===== src/hdl/bridge_defines.svh =====
`ifndef BRIDGE_DEFINES_SVH
`define BRIDGE_DEFINES_SVH

// one NoC flit, one AXI-lite beat
`define NOC_DATA_WIDTH      64
`define AXI_ADDR_WIDTH      32
`define AXI_DATA_WIDTH      64

// request queue entries
`define REQ_DEPTH           4

// header flits ahead of any payload
`define NOC_HDR_FLITS       3

// NoC header field widths
`define NOC_CHIPID_WIDTH    14
`define NOC_XY_WIDTH        8
`define NOC_FBITS_WIDTH     4
`define NOC_ADDR_WIDTH      48

`endif


===== src/hdl/axi_pkg.sv =====
`default_nettype none
`include "bridge_defines.svh"

package axi_pkg;

    typedef enum logic [1:0] {
        okay   = 2'b00,
        slverr = 2'b10
    } axi_resp_e;

    typedef enum logic {
        store = 1'b0,
        load  = 1'b1
    } req_kind_e;

    // one queued AXI-lite request
    typedef struct packed {
        req_kind_e                  kind;
        logic [`AXI_ADDR_WIDTH-1:0] addr;
        logic [`AXI_DATA_WIDTH-1:0] data;   // unused for loads
    } axi_req_t;

endpackage

`default_nettype wire


===== src/hdl/noc_pkg.sv =====
`default_nettype none
`include "bridge_defines.svh"

package noc_pkg;

    typedef enum logic [7:0] {
        nc_load_req  = 8'd14,
        nc_store_req = 8'd15,
        nc_load_ack  = 8'd24
    } noc_msg_type_e;

    typedef enum logic [2:0] {
        size_8b = 3'd3  // only size in use
    } noc_data_size_e;

    typedef struct packed {
        logic [`NOC_CHIPID_WIDTH-1:0] dst_chipid;
        logic [`NOC_XY_WIDTH-1:0]     dst_x;
        logic [`NOC_XY_WIDTH-1:0]     dst_y;
        logic [`NOC_FBITS_WIDTH-1:0]  dst_fbits;
        logic [7:0]                   length;     // flits after this one
        noc_msg_type_e                msg_type;
        logic [7:0]                   mshrid;
        logic [5:0]                   options1;
    } noc_hdr0_t;

    typedef struct packed {
        logic [`NOC_ADDR_WIDTH-1:0]   addr;
        noc_data_size_e               data_size;
        logic [12:0]                  rsvd;
    } noc_hdr1_t;

    typedef struct packed {
        logic [`NOC_CHIPID_WIDTH-1:0] src_chipid;
        logic [`NOC_XY_WIDTH-1:0]     src_x;
        logic [`NOC_XY_WIDTH-1:0]     src_y;
        logic [`NOC_FBITS_WIDTH-1:0]  src_fbits;
        logic [29:0]                  rsvd;
    } noc_hdr2_t;

    // a flit is either a routing header or a plain data word
    typedef union packed {
        noc_hdr0_t                    hdr0;
        logic [`NOC_DATA_WIDTH-1:0]   raw;
    } noc_flit_u;

    typedef enum logic [1:0] {
        hdr0 = 2'd0,
        hdr1 = 2'd1,
        hdr2 = 2'd2,
        data = 2'd3
    } flit_sel_e;

endpackage

`default_nettype wire


===== src/hdl/req_if.sv =====
`timescale 1ns/1ps
`default_nettype none
`include "bridge_defines.svh"

interface req_if;
    import axi_pkg::*;

    logic                       valid;  // queue not empty
    req_kind_e                  kind;
    logic [`AXI_ADDR_WIDTH-1:0] addr;
    logic [`AXI_DATA_WIDTH-1:0] data;
    logic                       pop;    // drop head at this edge

    modport queue (output valid, kind, addr, data, input pop);
    modport ctrl  (input valid, kind, output pop);
    modport view  (input kind, addr, data);

endinterface

`default_nettype wire


===== src/hdl/axilite_noc_bridge.sv =====
`timescale 1ns/1ps
`default_nettype none
`include "bridge_defines.svh"

module axilite_noc_bridge (
    input  logic                         clk,
    input  logic                         rst,

    input  logic [`AXI_ADDR_WIDTH-1:0]   awaddr,
    input  logic                         awvalid,
    output logic                         awready,
    input  logic [`AXI_DATA_WIDTH-1:0]   wdata,
    input  logic                         wvalid,
    output logic                         wready,
    input  logic [`AXI_ADDR_WIDTH-1:0]   araddr,
    input  logic                         arvalid,
    output logic                         arready,
    output logic [`AXI_DATA_WIDTH-1:0]   rdata,
    output axi_pkg::axi_resp_e           rresp,
    output logic                         rvalid,
    input  logic                         rready,
    output axi_pkg::axi_resp_e           bresp,
    output logic                         bvalid,
    input  logic                         bready,

    output logic                         noc2_valid,
    output logic [`NOC_DATA_WIDTH-1:0]   noc2_data,
    input  logic                         noc2_ready,
    input  logic                         noc3_valid,
    input  logic [`NOC_DATA_WIDTH-1:0]   noc3_data,
    output logic                         noc3_ready,

    input  logic [`NOC_CHIPID_WIDTH-1:0] src_chipid,
    input  logic [`NOC_XY_WIDTH-1:0]     src_x,
    input  logic [`NOC_XY_WIDTH-1:0]     src_y,
    input  logic [`NOC_FBITS_WIDTH-1:0]  src_fbits,
    input  logic [`NOC_CHIPID_WIDTH-1:0] dst_chipid,
    input  logic [`NOC_XY_WIDTH-1:0]     dst_x,
    input  logic [`NOC_XY_WIDTH-1:0]     dst_y,
    input  logic [`NOC_FBITS_WIDTH-1:0]  dst_fbits
);
    import noc_pkg::*;
    import axi_pkg::*;

    req_if     req ();
    flit_sel_e flit_sel;
    noc_flit_u flit;

    assign rresp     = okay;    // no error path
    assign bresp     = okay;
    assign noc2_data = flit.raw;

    req_queue u_req_queue (
        .clk     (clk),
        .rst     (rst),
        .awaddr  (awaddr),
        .awvalid (awvalid),
        .awready (awready),
        .wdata   (wdata),
        .wvalid  (wvalid),
        .wready  (wready),
        .araddr  (araddr),
        .arvalid (arvalid),
        .arready (arready),
        .req     (req.queue)
    );

    bridge_ctrl u_bridge_ctrl (
        .clk        (clk),
        .rst        (rst),
        .req        (req.ctrl),
        .flit_sel   (flit_sel),
        .noc2_valid (noc2_valid),
        .noc2_ready (noc2_ready),
        .bvalid     (bvalid),
        .bready     (bready)
    );

    flit_builder u_flit_builder (
        .req        (req.view),
        .flit_sel   (flit_sel),
        .src_chipid (src_chipid),
        .src_x      (src_x),
        .src_y      (src_y),
        .src_fbits  (src_fbits),
        .dst_chipid (dst_chipid),
        .dst_x      (dst_x),
        .dst_y      (dst_y),
        .dst_fbits  (dst_fbits),
        .flit       (flit)
    );

    resp_unpack u_resp_unpack (
        .clk        (clk),
        .rst        (rst),
        .noc3_valid (noc3_valid),
        .noc3_data  (noc3_data),
        .noc3_ready (noc3_ready),
        .rdata      (rdata),
        .rvalid     (rvalid),
        .rready     (rready)
    );

endmodule

`default_nettype wire


===== src/hdl/bridge_ctrl.sv =====
`timescale 1ns/1ps
`default_nettype none
`include "bridge_defines.svh"

module bridge_ctrl (
    input  logic               clk,
    input  logic               rst,
    req_if.ctrl                req,
    output noc_pkg::flit_sel_e flit_sel,
    output logic               noc2_valid,
    input  logic               noc2_ready,
    output logic               bvalid,
    input  logic               bready
);
    import noc_pkg::*;
    import axi_pkg::*;

    localparam logic [1:0] LAST_HDR = 2'(`NOC_HDR_FLITS - 1);
    localparam logic [1:0] DATA_IDX = 2'(`NOC_HDR_FLITS);

    typedef enum logic {
        idle,
        sending
    } state_e;

    state_e     state;
    logic [1:0] cnt;        // index of flit on offer
    logic       start;
    logic       xfer;
    logic       last_flit;
    logic       store_done;

    // a store waits for the previous write response to be taken
    assign start      = req.valid && !(req.kind == store && bvalid);
    assign xfer       = noc2_valid && noc2_ready;
    assign last_flit  = (req.kind == store) ? (cnt == DATA_IDX) : (cnt == LAST_HDR);
    assign store_done = xfer && last_flit && (req.kind == store);

    assign noc2_valid = (state == sending);
    assign flit_sel   = flit_sel_e'(cnt);
    assign req.pop    = xfer && last_flit;     // head leaves with its last flit

    always_ff @(posedge clk) begin
        if (rst) begin
            state <= idle;
            cnt   <= '0;
        end else begin
            case (state)
                idle: begin
                    if (start) begin
                        state <= sending;
                        cnt   <= '0;        // hdr0 first
                    end
                end
                sending: begin
                    if (xfer) begin
                        if (last_flit)
                            state <= idle;  // gap of one cycle at least
                        else
                            cnt <= cnt + 2'd1;
                    end
                end
                default: state <= idle;
            endcase
        end
    end

    // write response, held until bready
    always_ff @(posedge clk) begin
        if (rst)
            bvalid <= 1'b0;
        else if (store_done)
            bvalid <= 1'b1;
        else if (bready)
            bvalid <= 1'b0;
    end

endmodule

`default_nettype wire


===== src/hdl/flit_builder.sv =====
`timescale 1ns/1ps
`default_nettype none
`include "bridge_defines.svh"

module flit_builder (
    req_if.view                         req,
    input  noc_pkg::flit_sel_e          flit_sel,
    input  logic [`NOC_CHIPID_WIDTH-1:0] src_chipid,
    input  logic [`NOC_XY_WIDTH-1:0]     src_x,
    input  logic [`NOC_XY_WIDTH-1:0]     src_y,
    input  logic [`NOC_FBITS_WIDTH-1:0]  src_fbits,
    input  logic [`NOC_CHIPID_WIDTH-1:0] dst_chipid,
    input  logic [`NOC_XY_WIDTH-1:0]     dst_x,
    input  logic [`NOC_XY_WIDTH-1:0]     dst_y,
    input  logic [`NOC_FBITS_WIDTH-1:0]  dst_fbits,
    output noc_pkg::noc_flit_u          flit
);
    import noc_pkg::*;
    import axi_pkg::*;

    noc_hdr0_t h0;
    noc_hdr1_t h1;
    noc_hdr2_t h2;

    always_comb begin
        h0            = '0;     // mshrid and options go out as zero
        h0.dst_chipid = dst_chipid;
        h0.dst_x      = dst_x;
        h0.dst_y      = dst_y;
        h0.dst_fbits  = dst_fbits;
        h0.length     = (req.kind == store) ? 8'(`NOC_HDR_FLITS) : 8'(`NOC_HDR_FLITS - 1);
        h0.msg_type   = (req.kind == store) ? nc_store_req : nc_load_req;

        h1            = '0;
        h1.addr       = {{(`NOC_ADDR_WIDTH - `AXI_ADDR_WIDTH){1'b0}}, req.addr};
        h1.data_size  = size_8b;

        h2            = '0;
        h2.src_chipid = src_chipid;
        h2.src_x      = src_x;
        h2.src_y      = src_y;
        h2.src_fbits  = src_fbits;
    end

    always_comb begin
        case (flit_sel)
            hdr0:    flit.hdr0 = h0;
            hdr1:    flit.raw  = h1;
            hdr2:    flit.raw  = h2;
            default: flit.raw  = req.data;  // store payload
        endcase
    end

endmodule

`default_nettype wire


===== src/hdl/req_queue.sv =====
`timescale 1ns/1ps
`default_nettype none
`include "bridge_defines.svh"

module req_queue (
    input  logic                       clk,
    input  logic                       rst,
    input  logic [`AXI_ADDR_WIDTH-1:0] awaddr,
    input  logic                       awvalid,
    output logic                       awready,
    input  logic [`AXI_DATA_WIDTH-1:0] wdata,
    input  logic                       wvalid,
    output logic                       wready,
    input  logic [`AXI_ADDR_WIDTH-1:0] araddr,
    input  logic                       arvalid,
    output logic                       arready,
    req_if.queue                       req
);
    import axi_pkg::*;

    localparam int PTR_W = $clog2(`REQ_DEPTH);
    localparam logic [PTR_W:0] FULL_CNT = (PTR_W + 1)'(`REQ_DEPTH);

    axi_req_t         mem [`REQ_DEPTH];
    axi_req_t         push_req;
    logic [PTR_W-1:0] wr_ptr;
    logic [PTR_W-1:0] rd_ptr;
    logic [PTR_W:0]   count;
    logic [PTR_W:0]   count_nxt;
    logic             space;        // registered not-full flag
    logic             store_offer;
    logic             push;

    assign store_offer = awvalid && wvalid;     // needs both halves
    assign push        = (store_offer || arvalid) && space;

    // store wins over a load offered in the same cycle
    assign awready = store_offer && space;
    assign wready  = store_offer && space;
    assign arready = arvalid && !store_offer && space;

    always_comb begin
        push_req.kind = store_offer ? store : load;
        push_req.addr = store_offer ? awaddr : araddr;
        push_req.data = store_offer ? wdata : '0;
    end

    assign count_nxt = count + {{PTR_W{1'b0}}, push} - {{PTR_W{1'b0}}, req.pop};

    always_ff @(posedge clk) begin
        if (rst) begin
            wr_ptr <= '0;
            rd_ptr <= '0;
            count  <= '0;
            space  <= 1'b0;
        end else begin
            if (push)
                wr_ptr <= wr_ptr + 1'b1;
            if (req.pop)
                rd_ptr <= rd_ptr + 1'b1;
            count <= count_nxt;
            space <= (count_nxt != FULL_CNT);
        end
    end

    always_ff @(posedge clk) begin
        if (push)
            mem[wr_ptr] <= push_req;
    end

    // head of queue
    assign req.valid = (count != '0);
    assign req.kind  = mem[rd_ptr].kind;
    assign req.addr  = mem[rd_ptr].addr;
    assign req.data  = mem[rd_ptr].data;

endmodule

`default_nettype wire


===== src/hdl/resp_unpack.sv =====
`timescale 1ns/1ps
`default_nettype none
`include "bridge_defines.svh"

module resp_unpack (
    input  logic                       clk,
    input  logic                       rst,
    input  logic                       noc3_valid,
    input  logic [`NOC_DATA_WIDTH-1:0] noc3_data,
    output logic                       noc3_ready,
    output logic [`AXI_DATA_WIDTH-1:0] rdata,
    output logic                       rvalid,
    input  logic                       rready
);
    import noc_pkg::*;

    noc_flit_u  in_flit;
    logic [7:0] remaining;      // flits left in current message
    logic       is_ack;         // current message is a load ack
    logic       at_hdr;
    logic       xfer;
    logic       last_flit;
    logic       ack_flit;

    assign in_flit.raw = noc3_data;

    // stall the NoC while a read beat is waiting
    assign noc3_ready = !rvalid;
    assign xfer       = noc3_valid && noc3_ready;
    assign at_hdr     = (remaining == 8'd0);

    assign last_flit = at_hdr ? (in_flit.hdr0.length == 8'd0) : (remaining == 8'd1);
    assign ack_flit  = at_hdr ? (in_flit.hdr0.msg_type == nc_load_ack) : is_ack;

    always_ff @(posedge clk) begin
        if (rst) begin
            remaining <= '0;
            is_ack    <= 1'b0;
        end else if (xfer) begin
            if (at_hdr) begin
                remaining <= in_flit.hdr0.length;
                is_ack    <= (in_flit.hdr0.msg_type == nc_load_ack);
            end else begin
                remaining <= remaining - 8'd1;
            end
        end
    end

    always_ff @(posedge clk) begin
        if (rst)
            rvalid <= 1'b0;
        else if (xfer && last_flit && ack_flit)
            rvalid <= 1'b1;
        else if (rready)
            rvalid <= 1'b0;
    end

    // other message types pass through without touching rdata
    always_ff @(posedge clk) begin
        if (xfer && last_flit && ack_flit)
            rdata <= in_flit.raw;
    end

endmodule

`default_nettype wire


===== config.mk =====
export PLATFORM = sky130hd
export DESIGN_NAME = axilite_noc_bridge
export DESIGN_NICKNAME = d
export VERILOG_FILES = /design/src/hdl/axi_pkg.sv /design/src/hdl/noc_pkg.sv /design/src/hdl/req_if.sv /design/src/hdl/axilite_noc_bridge.sv /design/src/hdl/bridge_ctrl.sv /design/src/hdl/flit_builder.sv /design/src/hdl/req_queue.sv /design/src/hdl/resp_unpack.sv
export VERILOG_INCLUDE_DIRS = /design/src /design/src/hdl
export SDC_FILE = /design/constraint.sdc
export NUM_CORES = 1
export LEC_CHECK = 0
export BUFFER_PORTS_ARGS = -buffer_cell sky130_fd_sc_hd__buf_4
export CAP_MARGIN = 20
export CORE_ASPECT_RATIO = 0.5
export CORE_MARGIN = 4
export CORE_UTILIZATION = 35
export DETAILED_ROUTE_END_ITERATION = 8
export PLACE_DENSITY = 0.57
export SLEW_MARGIN = 20
export SYNTH_ARGS = -nofsm -noshare
export SYNTH_HDL_FRONTEND = slang
export SYNTH_SLANG_ARGS = --single-unit

===== constraint.sdc =====
create_clock -name clk -period 15.1 [get_ports clk]
set_input_delay 3.02 -clock clk [delete_from_list [all_inputs] [get_ports clk]]
set_output_delay 3.02 -clock clk [all_outputs]
set_load 0.01 [all_outputs]

* Word-level counts from Yosys, hierarchy flattened *
Memories as Yosys holds them, arrays and structs flattened. A register that Yosys moved wholly into a read port is not among the register bits.
Index checks and enable logic that the tools add are counted.

storage, ports and cells
  register bits = 86
  memory bits (writable) = 388
  output and inout bits = 139
  word-level logic and storage cells = 79
  memories kept = 1

operators by class
  add/subtract/negate cells = 6
  equality and inequality tests = 9
  multiplexer cells = 26
  bitwise operators = 2
  reductions and logical operators = 24

memories
  name             words  width  rd ports  clocked after Yosys merged registers in  wr ports  line             text
  u_req_queue.mem  4      97     1         1                                        1         req_queue.sv:24  axi_req_t mem [`REQ_DEPTH];

operators with widths
  cell                   number
  $pmux W64 S3           1
  $mux W64               1
  $mux W32               1
  $logic_not A8 Y1       2
  $mux W1                15
  $logic_and A1 B1 Y1    13
  $mux W2                5
  $eq A8 B1 Y1 const B   1
  $eq A8 B5 Y1 const B   1
  $mux W8                1
  $sub A8 B1 Y8 const B  1
  $add A2 B1 Y2 const B  3
  $eq A2 B2 Y1 const B   2
  $ne A2 B2 Y1 const B   2
  $pmux W2 S2            1
  $reduce_bool A2 Y1     2
  $add A3 B1 Y3          1
  $logic_not A1 Y1       3
  $ne A3 B3 Y1 const B   1
  $reduce_and A3 Y1      1
  $reduce_bool A3 Y1     1
  $sub A3 B1 Y3          1
  $eq A2 B1 Y1 const B   1
  $logic_not A2 Y1       1
  other kinds (4)        5

* Longest topological paths before layout *
Gate-level depths: netlist of the first run.

  word-level depth = 6
  mapped depth = 12
  gate-level depth less buffers = 11

* Modules after synthesis *
A second synthesis of the first run with hierarchy kept.

unflattened totals
  cell total of the unflattened synthesis = 971
  area, all modules = 19381.1 um^2

modules (own cells, without submodules)
  module              instances  cells each  area each (um^2)  sequential area each (um^2)
  req_queue           1          675         15323.4           11851.4
  resp_unpack         1          149         2616.3            2122.0
  flit_builder        1          118         1183.6            0.0
  bridge_ctrl         1          24          224.0             80.1
  axilite_noc_bridge  1          5           33.8              0.0

* Worst setup path after synthesis of the first run *
OpenSTA, ideal clock, no wires.

  kind = input-to-reg
  from = input port noc3_data[24]
  to = register u_resp_unpack.rdata[0] (enable)
  library setup time = 565 ps
  data arrival time = 8165 ps
  slack = 6370 ps
  cell stages on the path = 4
  path through = or4_1 nor3_1 a21oi_1 nor3_1

on the way
  longest elaborated chain between the ends = 4

ends and longest elaborated chain
  element                            line                      text
  start: declaration                 axilite_noc_bridge.sv:30  input logic [`NOC_DATA_WIDTH-1:0] noc3_data,
  $logic_not A8 Y1                   resp_unpack.sv:32         assign last_flit = at_hdr ? (in_flit.hdr0.length == 8'd0) : (remaining == 8'd1);
  $mux W1                            resp_unpack.sv:32
  $logic_and A1 B1 Y1 (2 in series)  resp_unpack.sv:60         if (xfer && last_flit && ack_flit)
  end signal: assignment             resp_unpack.sv:61         rdata <= in_flit.raw;
  end: declaration                   resp_unpack.sv:11         output logic [`AXI_DATA_WIDTH-1:0] rdata,

No other way between the ends.
A chain may end at the register's enable or synchronous reset.

* Worst setup path in the final report of the first run *
  from = input port awvalid
  to = output port arready

on the way
  longest elaborated chain between the ends = 4

ends and longest elaborated chain
  element                            line                      text
  start: declaration                 axilite_noc_bridge.sv:10  input logic awvalid,
  $logic_and A1 B1 Y1                req_queue.sv:34           assign store_offer = awvalid && wvalid;
  $logic_not A1 Y1                   req_queue.sv:40           assign arready = arvalid && !store_offer && space;
  $logic_and A1 B1 Y1 (2 in series)  req_queue.sv:40
  end: declaration                   axilite_noc_bridge.sv:17  output logic arready,

No other way between the ends.

==> results of run 1 <==
-- sequential cells by signal, indices dropped and copies added, names as in the netlist, named ones only --
name                      cells
u_bridge_ctrl.flit_sel        2
u_resp_unpack.rvalid          1
u_req_queue.rd_ptr            2
u_resp_unpack.rdata          64
u_req_queue.space             1
u_req_queue.mem             388
u_bridge_ctrl.bvalid          1
u_resp_unpack.remaining       8
u_bridge_ctrl.noc2_valid      1
u_req_queue.count             3
u_req_queue.wr_ptr            2
u_resp_unpack.is_ack          1
-- placed cells by master (no fill, tap or decap), drive strengths merged, types with 22 or more instances in the layout --
cell type | synthesis | layout
mux4 | 97 | 97
dfxtp | 24 | 24
mux2 | 34 | 34
nor2 | 50 | 50
edfxtp | 452 | 452
and3 | 69 | 69
o21ai | 22 | 22
buf | 28 | 417
a21oi | 41 | 41
clkbuf | 47 | 59
-- area by class of cell --
cell class | instances | area share
flip-flops and latches | 476 | 0.5792
multi-input cells | 478 | 0.1985
repair buffers | 417 | 0.1291
clock buffers | 59 | 0.04855
well taps | 713 | 0.03674
clock inverters | 21 | 0.005102
inverters | 17 | 0.002628
diodes | 2 | 0.0002061
-- through the flow --
stage,cell area (um^2),setup WS [ns],utilization,power (uW),instances
finish,24280,6.798,0.4492,2940,2183
global placement,22960,6.840,0.4249,1929,2101
global route,24280,6.643,0.4492,3066,2183
detailed placement,22960,6.804,0.4249,1942,2101
floorplan,19250,6.370,-,1782,1046
CTS,24270,6.772,0.4490,2976,2181
-- Yosys cell counts (2+ instances only) --
master,instances,area [um^2]
a211oi_1,5,37.54
a21o_1,2,15.01
a21oi_1,41,205.2
a221oi_1,12,105.1
a222oi_1,18,180.2
a22o_1,10,87.58
a22oi_1,4,30.03
and2_1,19,118.9
and3_1,69,431.7
buf_1,5,18.77
buf_2,13,65.06
buf_4,10,75.07
clkbuf_1,47,176.4
dfxtp_1,24,480.5
edfxtp_1,452,13570
ha_1,14,175.2
inv_1,17,63.81
mux2_2,34,382.9
mux2i_1,5,50.05
mux4_2,97,2185
nand2_1,14,52.55
nand2b_1,4,25.02
nand3_1,3,15.01
nand4_1,3,18.77
nand4b_1,2,17.52
nor2_1,50,187.7
nor2b_1,6,37.54
nor3_1,7,35.03
nor4_1,2,12.51
nor4b_1,2,17.52
nor4bb_1,2,20.02
o211ai_1,2,15.01
o21a_1,3,22.52
o21ai_0,22,110.1
o31ai_1,2,15.01
or3_1,3,18.77
or4_1,4,30.03
xnor2_1,3,26.28
-- report_power, final --
group          total (uW)  internal, uW  switching (uW)
clock network        1030           553             476
registers            1550          1520            28.5
logic                 363           172             191
-- final timing paths --
check	endpoint	cells after the start	slack (ns)	start
worst max-delay path	arready	5	6.80	awvalid
worst min-delay path	register	2	0.48	u_req_queue.rd_ptr[1]$_SDFFE_PP0P_
worst max register to register	u_resp_unpack.rdata[52]$_DFFE_PP_	7	11.90	u_resp_unpack.remaining[0]$_SDFFE_PP0P_
worst min register to register	register	2	0.48	u_req_queue.rd_ptr[1]$_SDFFE_PP0P_
-- kinds of logic (layout without fill, tap and decap cells) --
| family | count (synthesis) | in the layout | synth area share |
|---|---|---|---|
| compound gates | 126 | 126 | 0.04494 |
| buf+inv | 92 | 514 | 0.02075 |
| simple gates | 194 | 194 | 0.05612 |
| other cells | 1 | 6 | 0.0001949 |
| xor+xnor | 3 | 3 | 0.001366 |
| mux | 136 | 136 | 0.1360 |
| fa+ha+maj | 15 | 15 | 0.01015 |
| flops | 476 | 476 | 0.7304 |
-- worst max-delay path, delay by kind of cell --
family | cells | cell delay [ns]
buffers and inverters | 3 | 0.95
and+or+nand+nor | 2 | 1.26
-- routing by layer --
layer | wire length [um] | GRT usage | vias up
met3 | 1891 | 0.02332 | 59
met5 | 0 | 0 | -
li1 | - | - | 5016
met1 | 18040 | 0.1805 | 5822
met2 | 26400 | 0.2973 | 250
met4 | 822 | 0.03692 | 0
==> flow_summary.yaml, run 1 <==
synthesis:
  ys_warn_count: 0
  synth_ff_type: "edfxtp_1"
  synth_seq_cells: 476
  synth-edff-count: 452
  syn_area_um2: 19240
  syn_area_per_cell_um2: 18.45
  synth.distinct_cells: 49
  async_flop_share: 0
  yosysSeqAreaShare: 0.7304
  postSynthCellCount: 1043
grt:
  grt_max_degree: 67
  antenna_found_initial: 2
  grt_first_pass_wirelength_mm: 71.25
  grt_usage: 0.1543
  grt_pass1_vias: 12060
  grt-ovfl-total: 0
timing:
  worst_slew_pin_slew_ns: 1.085
  fin_skew_ns: 0.01187
  fin_crit_ns: 8.302
  setup_viol: 0
  fmax_mhz: 120.5
  finalCritPeriodShare: 0.5498
  timing.slew.headroom: 0.2764
  rsz0062_at_grt: "no"
  drv_slew: 0
  hold_slack_ns: 0.4783
  fin_tns_setup_ns: 0
  hold_viol_final: 0
finish:
  drive_gt1_frac: 0.4196
  multi_input_area_um2: 4820
  fin_nets: 1718
  fillers: 4686
  syn2layout_area_growth_pct: 26.19
  final-seq-area_um2: 14060
min_path:
  hold_path.class: "register to register"
floorplan:
  fp-row-count: 60
  die_area_um2: 59010
  pin_count: 408
  die_w_um: 339.6
  die_h_um: 173.8
  start_util: 0.3559
  coreArea_um2: 54050
clock_network:
  cts_buffers: 44
  cts_hold_buf: 0
  clkTransAtPathRegs_ns: 0.06
  clockBufferDepth: 3
  cts_setup_buffers: 0
  root_buffer: "clkbuf_16"
  clk_latency_ns: 0.56
  cts.sinks: 476
  cts_max_level: 2
  post_cts_resize_count: 0
  tritoncts: "built"
pwr:
  peakVddDrop_v: 0.00008977
  power_density_nw_per_um2: 121.1
  leakage_uw: 0.008706
worst_setup_path:
  required_ns: 12.08
  cp_cell_sequence: "buf_4 -> and2_2 -> inv_1 -> and3_1 -> buf_4"
  slowest_stage: "and2_2"
  slowest_delay_ns: 1.00
  critPathKind: "primary input to output port"
  crit_fanout: 66
  cpMostUsedCell: "buf_4"
  cp-end-kind: "output port"
  cp-start-kind: "primary input"
  worstPathArrival_ns: 5.28
routing:
  ant_nets: 0
  drc: 0
  wl_per_cell_um: 21.60
  dr.pass1.iters: 7
  avgViaCountPerCell: 5.106
  vias: 11150
  wl_mm: 47.16
  drtIter0Drc: 978
outcome:
  status: "completed"
place:
  gp_congestion: 0.7964
  io_buffers: 403
  dp_hpwl_mm: 29.60
flow_run:
  cap_violations: 0
No activity file was read; power rests on OpenSTA's default activity.
==> run 2, diff against run 1 <==
--- a/config.mk
+++ b/config.mk
@@ -12,7 +12,7 @@
 export CORE_MARGIN = 4
 export CORE_UTILIZATION = 35
 export DETAILED_ROUTE_END_ITERATION = 8
-export PLACE_DENSITY = 0.57
+export PLACE_DENSITY = 0.59
 export SLEW_MARGIN = 20
 export SYNTH_ARGS = -nofsm -noshare
 export SYNTH_HDL_FRONTEND = slang
==> constraint.sdc (replaced) <==
create_clock -name clk -period 6.67 [get_ports clk]
set_input_delay 1.334 -clock clk [delete_from_list [all_inputs] [get_ports clk]]
set_output_delay 1.334 -clock clk [all_outputs]
set_load 0.01 [all_outputs]
==> run 2 against run 1 <==
  * The run now ends with design-rule violations left
  * First-iteration DRC count shrank 5.6%
  * Sequential share of layout area fell by 0.25 points
  * Worst setup slack got worse by 4.6 ns
  * Flip-flop and latch count stayed put
  * Die area unchanged
  * Clock-buffer cell count increased by 6
  * Routed wire length rose by 2.3%
  * Clock power grew 130%
  * Final cell count hardly changed
  * Via count up 1.4%
  * Power rose by 130%
  * Hold slack better by 0.011 ns
==> flow_summary.yaml, run 2 (synthesis gave the netlist of run 1 again) <==
flow_run:
  cap_violations: 0
floorplan:
  coreArea_um2: 54050
  start_util: 0.3559
  pin_count: 408
  die_area_um2: 59010
  die_h_um: 173.8
  die_w_um: 339.6
  fp-row-count: 60
worst_setup_path:
  cp-end-kind: "output port"
  slowest_delay_ns: 1.03
  cpMostUsedCell: "buf_4"
  required_ns: 5.34
  worstPathArrival_ns: 3.19
  slowest_stage: "dfxtp_4"
  cp-start-kind: "register"
  cp_cell_sequence: "buf_4 -> mux4_2 -> a222oi_1 -> a21oi_1 -> buf_4"
  rrSetupSlack_ns: 3.19
  critPathKind: "register to output port"
  crit_fanout: 66
pwr:
  leakage_uw: 0.008751
  switching_share: 0.2348
  peakVddDrop_v: 0.0001656
  pwr-share-comb: 0.126
  power_density_nw_per_um2: 276.0
  p_int_uw: 5150
  clkPwrFrac: 0.353
  power.net_switching_uw: 1580
  seqPwrFrac: 0.521
timing:
  finalCritPeriodShare: 0.6779
  fin_tns_setup_ns: 0
  fmax_mhz: 221.2
  fin_crit_ns: 4.522
  setup_viol: 0
  hold_viol_final: 0
  fin_skew_ns: 0.02731
  rsz0062_at_grt: "no"
  drv_slew: 0
  timing.slew.headroom: 0.2358
  worst_slew_pin_slew_ns: 1.144
finish:
  final_common_cell: "edfxtp_1"
  final_cells: 2182
  syn2layout_area_growth_pct: 26.73
  regMostFlops: "u_req_queue.mem"
  mostFrequentLayoutCells: "edfxtp_1, buf_4, mux4_2"
  drive_gt1_frac: 0.4193
  reg.largest.list: "u_req_queue.mem x388, u_resp_unpack.rdata x64, u_resp_unpack.remaining x8"
  largest_reg_flops: 388
  fin_nets: 1720
  fillers: 4666
  antenna_cells: 0
  utilization: 0.4511
grt:
  grt_usage: 0.1573
  grt-ovfl-total: 0
  grt_max_degree: 67
  grt_pass1_vias: 12160
  grt_first_pass_wirelength_mm: 72.45
  antenna_found_initial: 0
clock_network:
  root_buffer: "clkbuf_16"
  clockBufferDepth: 3
  cts_setup_buffers: 0
  cts_buffers: 44
  cts_max_level: 2
  cts.sinks: 476
  tritoncts: "built"
  clk_latency_ns: 0.57
  post_cts_resize_count: 0
  clkTransAtPathRegs_ns: 0.06
  cts_hold_buf: 0
min_path:
  hold_path.class: "register to register"
routing:
  avgViaCountPerCell: 5.181
  wl_per_cell_um: 22.11
  drc: 3
  wl_mm: 48.25
  dr.pass1.iters: 9
  ant_nets: 0
  vias: 11310
  drtIter0Drc: 923
outcome:
  violations: "design-rule violations"
  status: "finished, violations left"
place:
  dpl.cell_count: 2103
  gp_congestion: 0.7922
  io_buffers: 403
  dp_hpwl_mm: 30.91
-- run 2: changes by cell type in the layout (fill, tap and decap cells not counted), moves of 2 or more --
| cell | delta |
|---|---|
| clkbuf_1 | +7 |
| bufinv_16 | +2 |
| clkinv_1 | -7 |
| diode_2 | -2 |
| buf_12 | +5 |
| buf_4 | -2 |
-- run 2: per-stage QoR --
stage	hold slack [ns]	setup slack, ns	total power, uW	cell area (um^2)
after floorplan	0.4546	1.587	4036	19260
after global placement	0.4520	2.442	4381	23050
after detailed placement	0.4829	2.349	4419	23050
after CTS	0.4918	2.061	6803	24380
after global routing	0.5155	1.887	7022	24380
final	0.4893	2.148	6731	24380
-- run 2: area by class of cell --
| type | count | area (um^2) | share of cell area |
|---|---|---|---|
| Sequential cell | 476 | 14060 | 0.5767 |
| Inverter | 17 | 63.81 | 0.002617 |
| Clock inverter | 14 | 155.1 | 0.006363 |
| Clock buffer | 65 | 1180 | 0.04839 |
| Timing Repair Buffer | 419 | 3208 | 0.1316 |
| Multi-Input combinational cell | 478 | 4823 | 0.1978 |
| Tap cell | 713 | 892.1 | 0.03659 |
-- run 2: worst paths after layout --
check	from	end	cells after the start
max	register	noc2_data[33]	5
max reg2reg	register	u_req_queue.space$_SDFF_PP0_	10
min reg2reg	u_req_queue.rd_ptr[1]$_SDFFE_PP0P_	register	2
min	u_req_queue.rd_ptr[1]$_SDFFE_PP0P_	register	2
-- run 2: routing by layer --
layer,part of all wire,GRT usage,up-vias
met5,0,0,-
met4,0.025,0.04863,0
met3,0.041,0.02694,67
met2,0.55,0.2976,311
met1,0.38,0.1820,5904
li1,-,-,5023
-- run 2: power by group through the flow --
stage	combinational (uW)	clock, uW	sequential, uW
2_1_floorplan	474	0	3560
3_3_place_gp	822	0	3560
3_5_place_dp	848	0	3570
4_1_cts	852	2440	3510
5_1_grt	923	2580	3520
6_report	845	2380	3510
-- run 2: worst max-delay path, delay by kind of cell, from the launching register on --
kind                   cells  cell delay, ns
multiplexers               1            0.41
AO/OA/AOI/OAI              2            0.37
flip-flops                 1            1.03
buffers and inverters      2            0.77
